File: src/hdl/fec_consts.svh
`ifndef FEC_CONSTS_SVH
`define FEC_CONSTS_SVH

// Code geometry

`define RS_N 6       // Symbols per codeword
`define RS_K 4       // Data symbols per codeword

// Field

`define SYM_SIZE 4   // GF(2^4) symbol width
`define GF_POLY 5'h13  // x^4 + x + 1

// Erasure patterns

`define NUM_H 15     // One recovery matrix per erased pair
`define ERR_LOC_W 4  // Codes 15 and above are illegal

`endif

File: src/hdl/fec_pkg.sv
package fec_pkg;

`include "fec_consts.svh"

    typedef logic [`SYM_SIZE-1:0] sym_t;
    typedef logic [$clog2(`RS_N)-1:0] pos_t;  // Codeword position
    typedef sym_t [`RS_K-1:0] rs_word_t;      // Symbol k sits in slot k
    typedef rs_word_t [`RS_K-1:0] rs_hmat_t;  // Indexed [row][column]

    typedef struct packed {
        rs_hmat_t h_matrix;
        rs_word_t word;
    } rs_job_t;

    // ~~~~~~~~~~~~~~~~~~~~~~~~~~~~~~~~~~~~~~~~~~~~~~~~~~~~~~~~~~~~~~~~~~~~~
    // Field arithmetic
    // ~~~~~~~~~~~~~~~~~~~~~~~~~~~~~~~~~~~~~~~~~~~~~~~~~~~~~~~~~~~~~~~~~~~~~

    function automatic sym_t gf_mul(sym_t a, sym_t b);
        sym_t prod;
        logic [`SYM_SIZE:0] shifted;
        prod = '0;
        shifted = {1'b0, a};
        for (int i = 0; i < `SYM_SIZE; i++) begin
            if (b[i]) prod ^= shifted[`SYM_SIZE-1:0];
            shifted = shifted << 1;
            if (shifted[`SYM_SIZE]) shifted ^= `GF_POLY;  // Reduce back into the field
        end
        return prod;
    endfunction

    function automatic sym_t gf_inv(sym_t a);
        sym_t inv;
        inv = '0;  // Zero has no inverse
        for (int i = 1; i < 2**`SYM_SIZE; i++) begin
            if (gf_mul(a, sym_t'(i)) == sym_t'(1)) inv = sym_t'(i);
        end
        return inv;
    endfunction

    // ~~~~~~~~~~~~~~~~~~~~~~~~~~~~~~~~~~~~~~~~~~~~~~~~~~~~~~~~~~~~~~~~~~~~~
    // Generator and recovery matrices
    // ~~~~~~~~~~~~~~~~~~~~~~~~~~~~~~~~~~~~~~~~~~~~~~~~~~~~~~~~~~~~~~~~~~~~~

    function automatic rs_word_t gen_row(int r);
        rs_word_t row;
        sym_t pw;
        row = '0;
        pw = sym_t'(1);
        for (int k = 0; k < `RS_K; k++) begin
            if (r < `RS_K) begin
                row[k] = (k == r) ? sym_t'(1) : sym_t'(0);  // Systematic part
            end else if (r == `RS_K) begin
                row[k] = sym_t'(1);                         // Plain sum parity
            end else begin
                row[k] = pw;                                // Weighted by alpha^k
            end
            pw = gf_mul(pw, sym_t'(2));
        end
        return row;
    endfunction

    // Pairs are numbered in lexicographic order starting at (0,1)
    function automatic pos_t [1:0] erased_pair(int code);
        pos_t [1:0] pair;
        int n;
        pair = '0;
        n = 0;
        for (int a = 0; a < `RS_N; a++) begin
            for (int b = a + 1; b < `RS_N; b++) begin
                if (n == code) begin
                    pair[0] = pos_t'(a);
                    pair[1] = pos_t'(b);
                end
                n++;
            end
        end
        return pair;
    endfunction

    function automatic rs_hmat_t recovery_matrix(int code);
        pos_t [1:0] pair;
        rs_hmat_t m;
        rs_hmat_t inv;
        rs_word_t tmp;
        sym_t scale;
        sym_t f;
        int row;
        int piv;
        pair = erased_pair(code);
        m = '0;
        inv = '0;
        row = 0;
        for (int p = 0; p < `RS_N; p++) begin
            if (p != pair[0] && p != pair[1] && row < `RS_K) begin
                m[row] = gen_row(p);  // Surviving rows in ascending order
                row++;
            end
        end
        for (int r = 0; r < `RS_K; r++) inv[r][r] = sym_t'(1);
        // Gauss-Jordan elimination with inv tracking the row operations
        for (int c = 0; c < `RS_K; c++) begin
            piv = c;
            for (int r = `RS_K - 1; r >= c; r--) begin
                if (m[r][c] != '0) piv = r;
            end
            tmp = m[c];
            m[c] = m[piv];
            m[piv] = tmp;
            tmp = inv[c];
            inv[c] = inv[piv];
            inv[piv] = tmp;
            scale = gf_inv(m[c][c]);
            for (int k = 0; k < `RS_K; k++) begin
                m[c][k] = gf_mul(m[c][k], scale);
                inv[c][k] = gf_mul(inv[c][k], scale);
            end
            for (int r = 0; r < `RS_K; r++) begin
                if (r != c) begin
                    f = m[r][c];
                    for (int k = 0; k < `RS_K; k++) begin
                        m[r][k] ^= gf_mul(f, m[c][k]);
                        inv[r][k] ^= gf_mul(f, inv[c][k]);
                    end
                end
            end
        end
        return inv;
    endfunction

endpackage

File: src/hdl/rs_decode_h_select.sv
`timescale 1ns/1ps
`include "fec_consts.svh"

module rs_decode_h_select
    import fec_pkg::*;
#(
    parameter int DATA_BYTE_WID = 8,  // Must be a multiple of RS_K
    parameter int NUM_THREADS = 2     // Nibbles per byte
) (
    input  logic clk,
    input  logic rst_n,

    input  logic [DATA_BYTE_WID/`RS_K-1:0][`RS_K-1:0][NUM_THREADS*`SYM_SIZE-1:0] data_in,
    input  logic [`ERR_LOC_W-1:0] err_loc,
    input  logic data_in_valid,
    output logic data_in_ready,

    output rs_job_t [DATA_BYTE_WID/`RS_K*NUM_THREADS-1:0] jobs,
    output logic job_valid,
    input  logic job_ready
);

    localparam int NUM_CW = DATA_BYTE_WID / `RS_K;
    localparam int NUM_LANES = NUM_CW * NUM_THREADS;

    typedef rs_hmat_t [`NUM_H-1:0] h_table_t;

    // ~~~~~~~~~~~~~~~~~~~~~~~~~~~~~~~~~~~~~~~~~~~~~~~~~~~~~~~~~~~~~~~~~~~~~
    // Recovery matrix table with one entry per erased pair
    // ~~~~~~~~~~~~~~~~~~~~~~~~~~~~~~~~~~~~~~~~~~~~~~~~~~~~~~~~~~~~~~~~~~~~~

    function automatic h_table_t build_h_table();
        h_table_t tbl;
        for (int h = 0; h < `NUM_H; h++) begin
            tbl[h] = recovery_matrix(h);
        end
        return tbl;
    endfunction

    localparam h_table_t H_TABLE = build_h_table();

    rs_hmat_t h_sel;
    rs_job_t [NUM_LANES-1:0] jobs_next;

    assign h_sel = H_TABLE[err_loc];  // Codes of NUM_H and above never arrive

    // ~~~~~~~~~~~~~~~~~~~~~~~~~~~~~~~~~~~~~~~~~~~~~~~~~~~~~~~~~~~~~~~~~~~~~
    // Split each codeword group into per-thread lane jobs
    // ~~~~~~~~~~~~~~~~~~~~~~~~~~~~~~~~~~~~~~~~~~~~~~~~~~~~~~~~~~~~~~~~~~~~~

    always_comb begin
        for (int g = 0; g < NUM_CW; g++) begin
            for (int t = 0; t < NUM_THREADS; t++) begin
                jobs_next[g*NUM_THREADS+t].h_matrix = h_sel;
                for (int k = 0; k < `RS_K; k++) begin
                    jobs_next[g*NUM_THREADS+t].word[k] =
                        data_in[g][k][t*`SYM_SIZE +: `SYM_SIZE];  // Nibble t of survivor k
                end
            end
        end
    end

    assign data_in_ready = !job_valid || job_ready;  // Slot empty or draining this cycle

    always_ff @(posedge clk) begin
        if (!rst_n) begin
            job_valid <= 1'b0;
        end else if (data_in_ready) begin
            job_valid <= data_in_valid;
        end
    end

    always_ff @(posedge clk) begin
        if (data_in_valid && data_in_ready) begin
            jobs <= jobs_next;
        end
    end

endmodule

File: src/hdl/rs_decode.sv
`timescale 1ns/1ps
`include "fec_consts.svh"

module rs_decode
    import fec_pkg::*;
(
    input  logic clk,
    input  logic rst_n,

    input  rs_job_t job,
    input  logic job_valid,
    output logic job_ready,

    output rs_word_t result,
    output logic res_valid,
    input  logic res_ready
);

    rs_word_t prod;

    // ~~~~~~~~~~~~~~~~~~~~~~~~~~~~~~~~~~~~~~~~~~~~~~~~~~~~~~~~~~~~~~~~~~~~~
    // Matrix times surviving-symbol vector over GF(2^4)
    // ~~~~~~~~~~~~~~~~~~~~~~~~~~~~~~~~~~~~~~~~~~~~~~~~~~~~~~~~~~~~~~~~~~~~~

    always_comb begin
        for (int r = 0; r < `RS_K; r++) begin
            prod[r] = '0;
            for (int c = 0; c < `RS_K; c++) begin
                prod[r] ^= gf_mul(job.h_matrix[r][c], job.word[c]);  // Field addition is XOR
            end
        end
    end

    assign job_ready = !res_valid || res_ready;

    always_ff @(posedge clk) begin
        if (!rst_n) begin
            res_valid <= 1'b0;
        end else if (job_ready) begin
            res_valid <= job_valid;
        end
    end

    // Result slot holds its value while the merge stage stalls
    always_ff @(posedge clk) begin
        if (job_valid && job_ready) begin
            result <= prod;
        end
    end

endmodule

File: src/hdl/rs_decode_merge.sv
`timescale 1ns/1ps
`include "fec_consts.svh"

module rs_decode_merge
    import fec_pkg::*;
#(
    parameter int DATA_BYTE_WID = 8,
    parameter int NUM_THREADS = 2
) (
    input  logic clk,
    input  logic rst_n,

    input  rs_word_t [DATA_BYTE_WID/`RS_K*NUM_THREADS-1:0] results,
    input  logic res_valid,
    output logic res_ready,

    output logic [DATA_BYTE_WID/`RS_K-1:0][`RS_K-1:0][NUM_THREADS*`SYM_SIZE-1:0] data_out,
    output logic data_out_valid,
    input  logic data_out_ready
);

    localparam int NUM_CW = DATA_BYTE_WID / `RS_K;

    logic [NUM_CW-1:0][`RS_K-1:0][NUM_THREADS*`SYM_SIZE-1:0] bytes;

    // Lane g*NUM_THREADS+t feeds nibble t of group g as in the feeder split
    always_comb begin
        for (int g = 0; g < NUM_CW; g++) begin
            for (int t = 0; t < NUM_THREADS; t++) begin
                for (int k = 0; k < `RS_K; k++) begin
                    bytes[g][k][t*`SYM_SIZE +: `SYM_SIZE] = results[g*NUM_THREADS+t][k];
                end
            end
        end
    end

    assign res_ready = !data_out_valid || data_out_ready;

    always_ff @(posedge clk) begin
        if (!rst_n) begin
            data_out_valid <= 1'b0;
        end else if (res_ready) begin
            data_out_valid <= res_valid;
        end
    end

    always_ff @(posedge clk) begin
        if (res_valid && res_ready) begin
            data_out <= bytes;  // Stable until the consumer takes it
        end
    end

endmodule

File: src/hdl/fec_decode.sv
`timescale 1ns/1ps
`include "fec_consts.svh"

module fec_decode
    import fec_pkg::*;
#(
    parameter int DATA_BYTE_WID = 8,  // Bytes per transfer
    parameter int NUM_THREADS = 2     // Symbols per byte and so the lane count
) (
    input  logic clk,
    input  logic rst_n,

    input  logic [DATA_BYTE_WID/`RS_K-1:0][`RS_K-1:0][NUM_THREADS*`SYM_SIZE-1:0] data_in,
    input  logic [`ERR_LOC_W-1:0] err_loc,
    input  logic data_in_valid,
    output logic data_in_ready,

    output logic [DATA_BYTE_WID/`RS_K-1:0][`RS_K-1:0][NUM_THREADS*`SYM_SIZE-1:0] data_out,
    output logic data_out_valid,
    input  logic data_out_ready
);

    localparam int NUM_LANES = DATA_BYTE_WID / `RS_K * NUM_THREADS;

    rs_job_t [NUM_LANES-1:0] jobs;
    logic job_valid;
    logic [NUM_LANES-1:0] lane_job_ready;  // Lanes run in lockstep so lane 0 speaks for all

    rs_word_t [NUM_LANES-1:0] results;
    logic [NUM_LANES-1:0] lane_res_valid;
    logic res_ready;

    rs_decode_h_select #(
        .DATA_BYTE_WID  (DATA_BYTE_WID),
        .NUM_THREADS    (NUM_THREADS)
    ) h_select0 (
        .clk            (clk),
        .rst_n          (rst_n),
        .data_in        (data_in),
        .err_loc        (err_loc),
        .data_in_valid  (data_in_valid),
        .data_in_ready  (data_in_ready),
        .jobs           (jobs),
        .job_valid      (job_valid),
        .job_ready      (lane_job_ready[0])
    );

    // ~~~~~~~~~~~~~~~~~~~~~~~~~~~~~~~~~~~~~~~~~~~~~~~~~~~~~~~~~~~~~~~~~~~~~
    // One decode lane per codeword group and thread
    // ~~~~~~~~~~~~~~~~~~~~~~~~~~~~~~~~~~~~~~~~~~~~~~~~~~~~~~~~~~~~~~~~~~~~~

    for (genvar l = 0; l < NUM_LANES; l++) begin : g_lane
        rs_decode lane0 (
            .clk        (clk),
            .rst_n      (rst_n),
            .job        (jobs[l]),
            .job_valid  (job_valid),
            .job_ready  (lane_job_ready[l]),
            .result     (results[l]),
            .res_valid  (lane_res_valid[l]),
            .res_ready  (res_ready)
        );
    end

    rs_decode_merge #(
        .DATA_BYTE_WID   (DATA_BYTE_WID),
        .NUM_THREADS     (NUM_THREADS)
    ) merge0 (
        .clk             (clk),
        .rst_n           (rst_n),
        .results         (results),
        .res_valid       (lane_res_valid[0]),
        .res_ready       (res_ready),
        .data_out        (data_out),
        .data_out_valid  (data_out_valid),
        .data_out_ready  (data_out_ready)
    );

endmodule

File: config.mk
export PLATFORM = sky130hd
export DESIGN_NAME = fec_decode
export DESIGN_NICKNAME = d
export VERILOG_FILES = /design/src/hdl/fec_pkg.sv /design/src/hdl/rs_decode_h_select.sv /design/src/hdl/rs_decode.sv /design/src/hdl/rs_decode_merge.sv /design/src/hdl/fec_decode.sv
export VERILOG_INCLUDE_DIRS = /design/src /design/src/hdl
export SDC_FILE = /design/constraint.sdc
export NUM_CORES = 1
export LEC_CHECK = 0
export ABC_CLOCK_PERIOD_IN_PS = 8700
export BUFFER_PORTS_ARGS = -buffer_cell sky130_fd_sc_hd__buf_2
export CORE_ASPECT_RATIO = 0.6
export CORE_UTILIZATION = 60
export DETAILED_ROUTE_END_ITERATION = 8
export PLACE_DENSITY = 0.87
export SYNTH_ARGS = -nofsm -noshare
export SYNTH_HDL_FRONTEND = slang
export SYNTH_SLANG_ARGS = --single-unit
File: constraint.sdc
create_clock -name clk -period 8.7 [get_ports clk]
set_clock_uncertainty 0.2 [all_clocks]
set_input_delay 0.87 -clock clk [delete_from_list [all_inputs] [get_ports clk]]
set_output_delay 0.87 -clock clk [all_outputs]
set_load 0.1 [all_outputs]
# Word-level counts from Yosys, hierarchy flattened
# Memories as Yosys holds them, arrays and structs flattened. A register that Yosys moved wholly into a read port is not among the register bits.
# Cells that the tools add are included.
dict set report totals {
  register_bits 198
  romBits 1024
  inputBits 72
  output_inout_bits 66
  word_cells 657
  n_memories 1
}
# name depth width read_ports rd_clocked_by_memory_dff wr line
set memory_table {}
lappend memory_table {{(name not given)} 16 64 1 1 0 rs_decode_h_select.sv:45} ;# assign h_sel = H_TABLE[err_loc];
dict set report op_classes {
  mux 304
  bitwise 288
  n_reduce_logical 18
}
# cell count
set op_table {}
lappend op_table {{two-way mux 4 bit} 256}
lappend op_table {{bitwise XOR 4 bit} 240}
lappend op_table {{two-way mux 2 bit} 48}
lappend op_table {{inverter 2 bit} 48}
lappend op_table {{logical AND 1 bit} 6}
lappend op_table {{zero test 1 bit} 6}
lappend op_table {{logical OR 1 bit} 6}

# Longest topological paths before layout
dict set report depth {
  word_depth 11
  mapped_depth 9
  depth_no_buf 7
}

# Cells and area by module
# A second synthesis with hierarchy kept.
dict set report unflattened {
  hier_cells 3081
  area_unflattened_um2 26554.2
}
# module instances cells_per_inst area_per_inst_um2 seq_area_each_um2
set modules_own_cells {}
lappend modules_own_cells {{rs_decode at g_lane[1].lane0 ...} 3 645 4778.3 500.5}
lappend modules_own_cells {rs_decode_h_select 1 429 5619.1 3383.2}
lappend modules_own_cells {{rs_decode at g_lane[0].lane0} 1 648 4620.7 500.5}
lappend modules_own_cells {rs_decode_merge 1 69 1979.4 1941.9}

# Worst setup path after synthesis
# OpenSTA, ideal clock, no wires.
dict set report synth_timing {
  kind {flip-flop to flip-flop}
  start {register merge0.data_out_valid}
  end {register h_select0.jobs[0] (netlist name)}
  setup_time_ns 0.650
  arrival_time_ns 6.749
  t_required_ns 7.850
  slack_ns 1.101
  stages_incl_launch_ff 4
  path_buffers 1
  period_less_slack_ns 7.599
  cell_sequence {dfxtp_1 > nor2b_1 > clkbuf_1 > a31oi_1}
}
dict set report synth_via {
  elab_chain_cells 5
}
# element line
set synth_lines {}
lappend synth_lines {{start: declaration} rs_decode_merge.sv:18} ;# output logic data_out_valid,
lappend synth_lines {{start signal: assignment} rs_decode_merge.sv:43} ;# data_out_valid <= res_valid;
lappend synth_lines {{zero test 1 bit} rs_decode_merge.sv:37} ;# assign res_ready = !data_out_valid || data_out_ready;
lappend synth_lines {{logical OR 1 bit} rs_decode_merge.sv:37}
lappend synth_lines {{logical OR 1 bit} rs_decode.sv:34} ;# assign job_ready = !res_valid || res_ready;
lappend synth_lines {{logical OR 1 bit} rs_decode_h_select.sv:63} ;# assign data_in_ready = !job_valid || job_ready;
lappend synth_lines {{logical AND 1 bit} rs_decode_h_select.sv:74} ;# if (data_in_valid && data_in_ready) begin
# Every way passes these cells.
# A chain may end at the register's enable or synchronous reset.

# Worst setup path after layout
dict set report layout_timing {
  start {input port data_out_ready}
  end {output port data_in_ready}
}
dict set report layout_via {
  elab_chain_cells 3
}
# element line
set layout_lines {}
lappend layout_lines {{start: declaration} fec_decode.sv:20} ;# input logic data_out_ready
lappend layout_lines {{logical OR 1 bit} rs_decode_merge.sv:37}
lappend layout_lines {{logical OR 1 bit} rs_decode.sv:34}
lappend layout_lines {{logical OR 1 bit} rs_decode_h_select.sv:63}
lappend layout_lines {{end: declaration} fec_decode.sv:16} ;# output logic data_in_ready,
# Every way passes these cells.

==> reports/qor.txt <==
Yosys cell types = 64
Switch share = 0.401
Htree depth = 1
Share of cells above drive strength 1 = 0.112
RSZ-0062 raised after global routing = no
Vias in the first global route = 20.6k
Internal power = 3.40 mW
Max clock buf depth = 3
Final period util = 0.390
Finished Core Util = 0.649
Synth Cell Area = 23900 um2
Post-synth top flop = edfxtp_1
Root Driver = clkbuf_16
Final hold vios = 0
Placement Setup Slack = 5.26 ns
Sequential Power Share = 0.321
Number of synthesized flops with an enable pin = 240
Core ar. = 39200 um2
CP max FO = 12
Standard-cell row count = 56
Sinks on Clock Net = 246
Initial antenna violation count = 1
Fmax achieved = 295 MHz
Initial Util = 0.610
DRC = 0
Starting DRT DRC Count = 4270
Most common cell after layout, fill and taps aside = nand2_1
Critical path startpoint category = primary input
Max-cap viol count = 0
Buffers & Inverters on Critical Path = 2
Critical Path RT = 7.63 ns
Max-slew headroom = 0.0515
R2R cell count = 7
P_leak = 9.31 nW
Syn_nets = 2993
#FFs+latches synth = 246
Avg Inst Size Synth = 8.19 um2
Post-cts sizing count = 0
Largest net degree at the start of global routing = 68
Kind of critical path = primary input to primary output
# port buffers = 137
WP data arrival = 2.32 ns
Die extent in x = 260 um
Global route total overflow = 0
Drt wl/cell = 24.8 um
Hold crit path type = flip-flop to flip-flop
Router iterations before antenna repair = 8
Status = finished clean
Cell count after synthesis = 2916
Tot GR Track Use = 0.410
Ports = 138
Clock power frac = 0.200
Antenna viol nets, final = 0
Hold depth = 0
Most frequent CP cell = buf_2
Clock transition at path regs = 0.07 ns
Placed wire-length estimate = 57200 um
Vias = 21.9k
First-pass GRT wire length = 125000 um
Vias/cell = 6.41
Post-CTS Hold Buffers = 0
Most frequent cells in the layout = nand2_1, xnor2_1, edfxtp_1
Area Growth Syn to Fin = 6.38%
Ys async rst share = 0
Fin worst setup slack = 5.31 ns
Total routed wirelength = 84700 um
Ys Warns = 0
CP max stage cell = nor2b_1
Worst-skew pair later-pin latency = 0.59 ns
Largest vdd supply drop = 0.181 mV
Critical Path End Type = primary output
GP Congestion = 1.01
Fillers = 3305
Crit path depth = 4
Comb power frac = 0.480
Worst slew pin tran = 1.42 ns
Final net count = 2958
Max Slew Vio Count = 0
Delay-heaviest family, CP = simple AND/OR/NAND/NOR gates
Net switching power = 2.27 mW
Final TNS setup = 0 ns
Pwr dens = 223 nW/um2
Minimum clock period = 3.39 ns
CTS buffer count = 26
Biggest cell delay along the critical path = 0.82 ns
Die Ht = 157 um
Sequential area share after synthesis = 0.307
Setup Buffers After CTS = 0
Setup violators final = 0
Die area = 40600 um2
CTS tree = yes
CP cell instances = buf_2 > nor2b_1 > nand3_1 > buf_2
==> cell type report <==
cell class	instances	area (um2)	area share
multi-input combinational	2338	15100	0.594
sequential	246	7330	0.288
timing repair buffer	220	1310	0.0515
clock buffer	34	702	0.0276
tap	522	653	0.0257
inverter	49	184	0.00724
clock inverter	13	133	0.00522
antenna	1	2.50	0.0000985
==> registers in the layout, summed over array words and instances, names as in the netlist <==
signal	cells
g_lane.lane0.res_valid	4
g_lane.lane0.result	64
h_select0.job_valid	1
h_select0.jobs	112
merge0.data_out	64
merge0.data_out_valid	1
==> metrics by stage <==
stage / total power, mW / instance area, um2 / cells / hold slack [ns]
after CTS: 5.60 / 25400 / 3422 / 0.215
after floorplan: 3.87 / 23900 / 2916 / 0.200
after global placement: 4.40 / 24600 / 3375 / 0.201
after global routing: 5.89 / 25400 / 3422 / 0.225
after detailed placement: 4.47 / 24600 / 3375 / 0.205
final: 5.67 / 25400 / 3423 / 0.212
==> path summary, 6_finish.rpt <==
check	startpoint	to	slack, ns
max	data_out_ready	data_in_ready	5.31
min	g_lane[1].lane0.result[15]$_DFFE_PP_	merge0.data_out[31]$_DFFE_PP_	0.21
max reg2reg	h_select0.jobs[81]$_DFFE_PP_	g_lane[1].lane0.result[15]$_DFFE_PP_	5.36
min reg2reg	g_lane[1].lane0.result[15]$_DFFE_PP_	merge0.data_out[31]$_DFFE_PP_	0.21
==> power groups by stage <==
stage,clock network (mW),logic [mW],registers (mW)
5_1_grt,1.19,2.87,1.83
2_1_floorplan,0,2.03,1.84
3_3_place_gp,0,2.58,1.82
6_report,1.13,2.72,1.82
3_5_place_dp,0,2.64,1.83
4_1_cts,1.14,2.65,1.80
==> kinds of logic (layout without fill, tap and decap cells) <==
family | Yosys count | in the layout | synth area share
simple gates | 970 | 970 | 0.168
xor+xnor | 828 | 828 | 0.309
compound gates | 492 | 492 | 0.132
buf+inv | 332 | 316 | 0.0625
flops | 246 | 246 | 0.307
mux | 43 | 43 | 0.0187
fa+ha+maj | 5 | 5 | 0.00262
other cells | 0 | 1 | 0
==> synthesized netlist by cell type (33+ instances only) <==
cell type  instances  area (um2)
o22ai_1           72         450
xnor2_1          609        5330
nor3_1            37         185
o21ai_0           74         370
a21oi_1          171         856
or2_2             35         219
nand2_1          690        2590
a211oi_1          33         248
buf_2            146         731
nor2_1           101         379
nand3_1           39         195
edfxtp_1         240        7210
xor2_1           208        1820
inv_1             42         158
clkbuf_1          91         342
==> layer usage <==
metal  global-route usage  vias up  share of wire
li1                     -     9598              -
met1                0.563    10200           0.37
met2                0.578     1845           0.40
met3                0.160      344           0.19
met4                0.149        0          0.040
met5                    0        -              0
No activity file was read; power rests on OpenSTA's default activity.
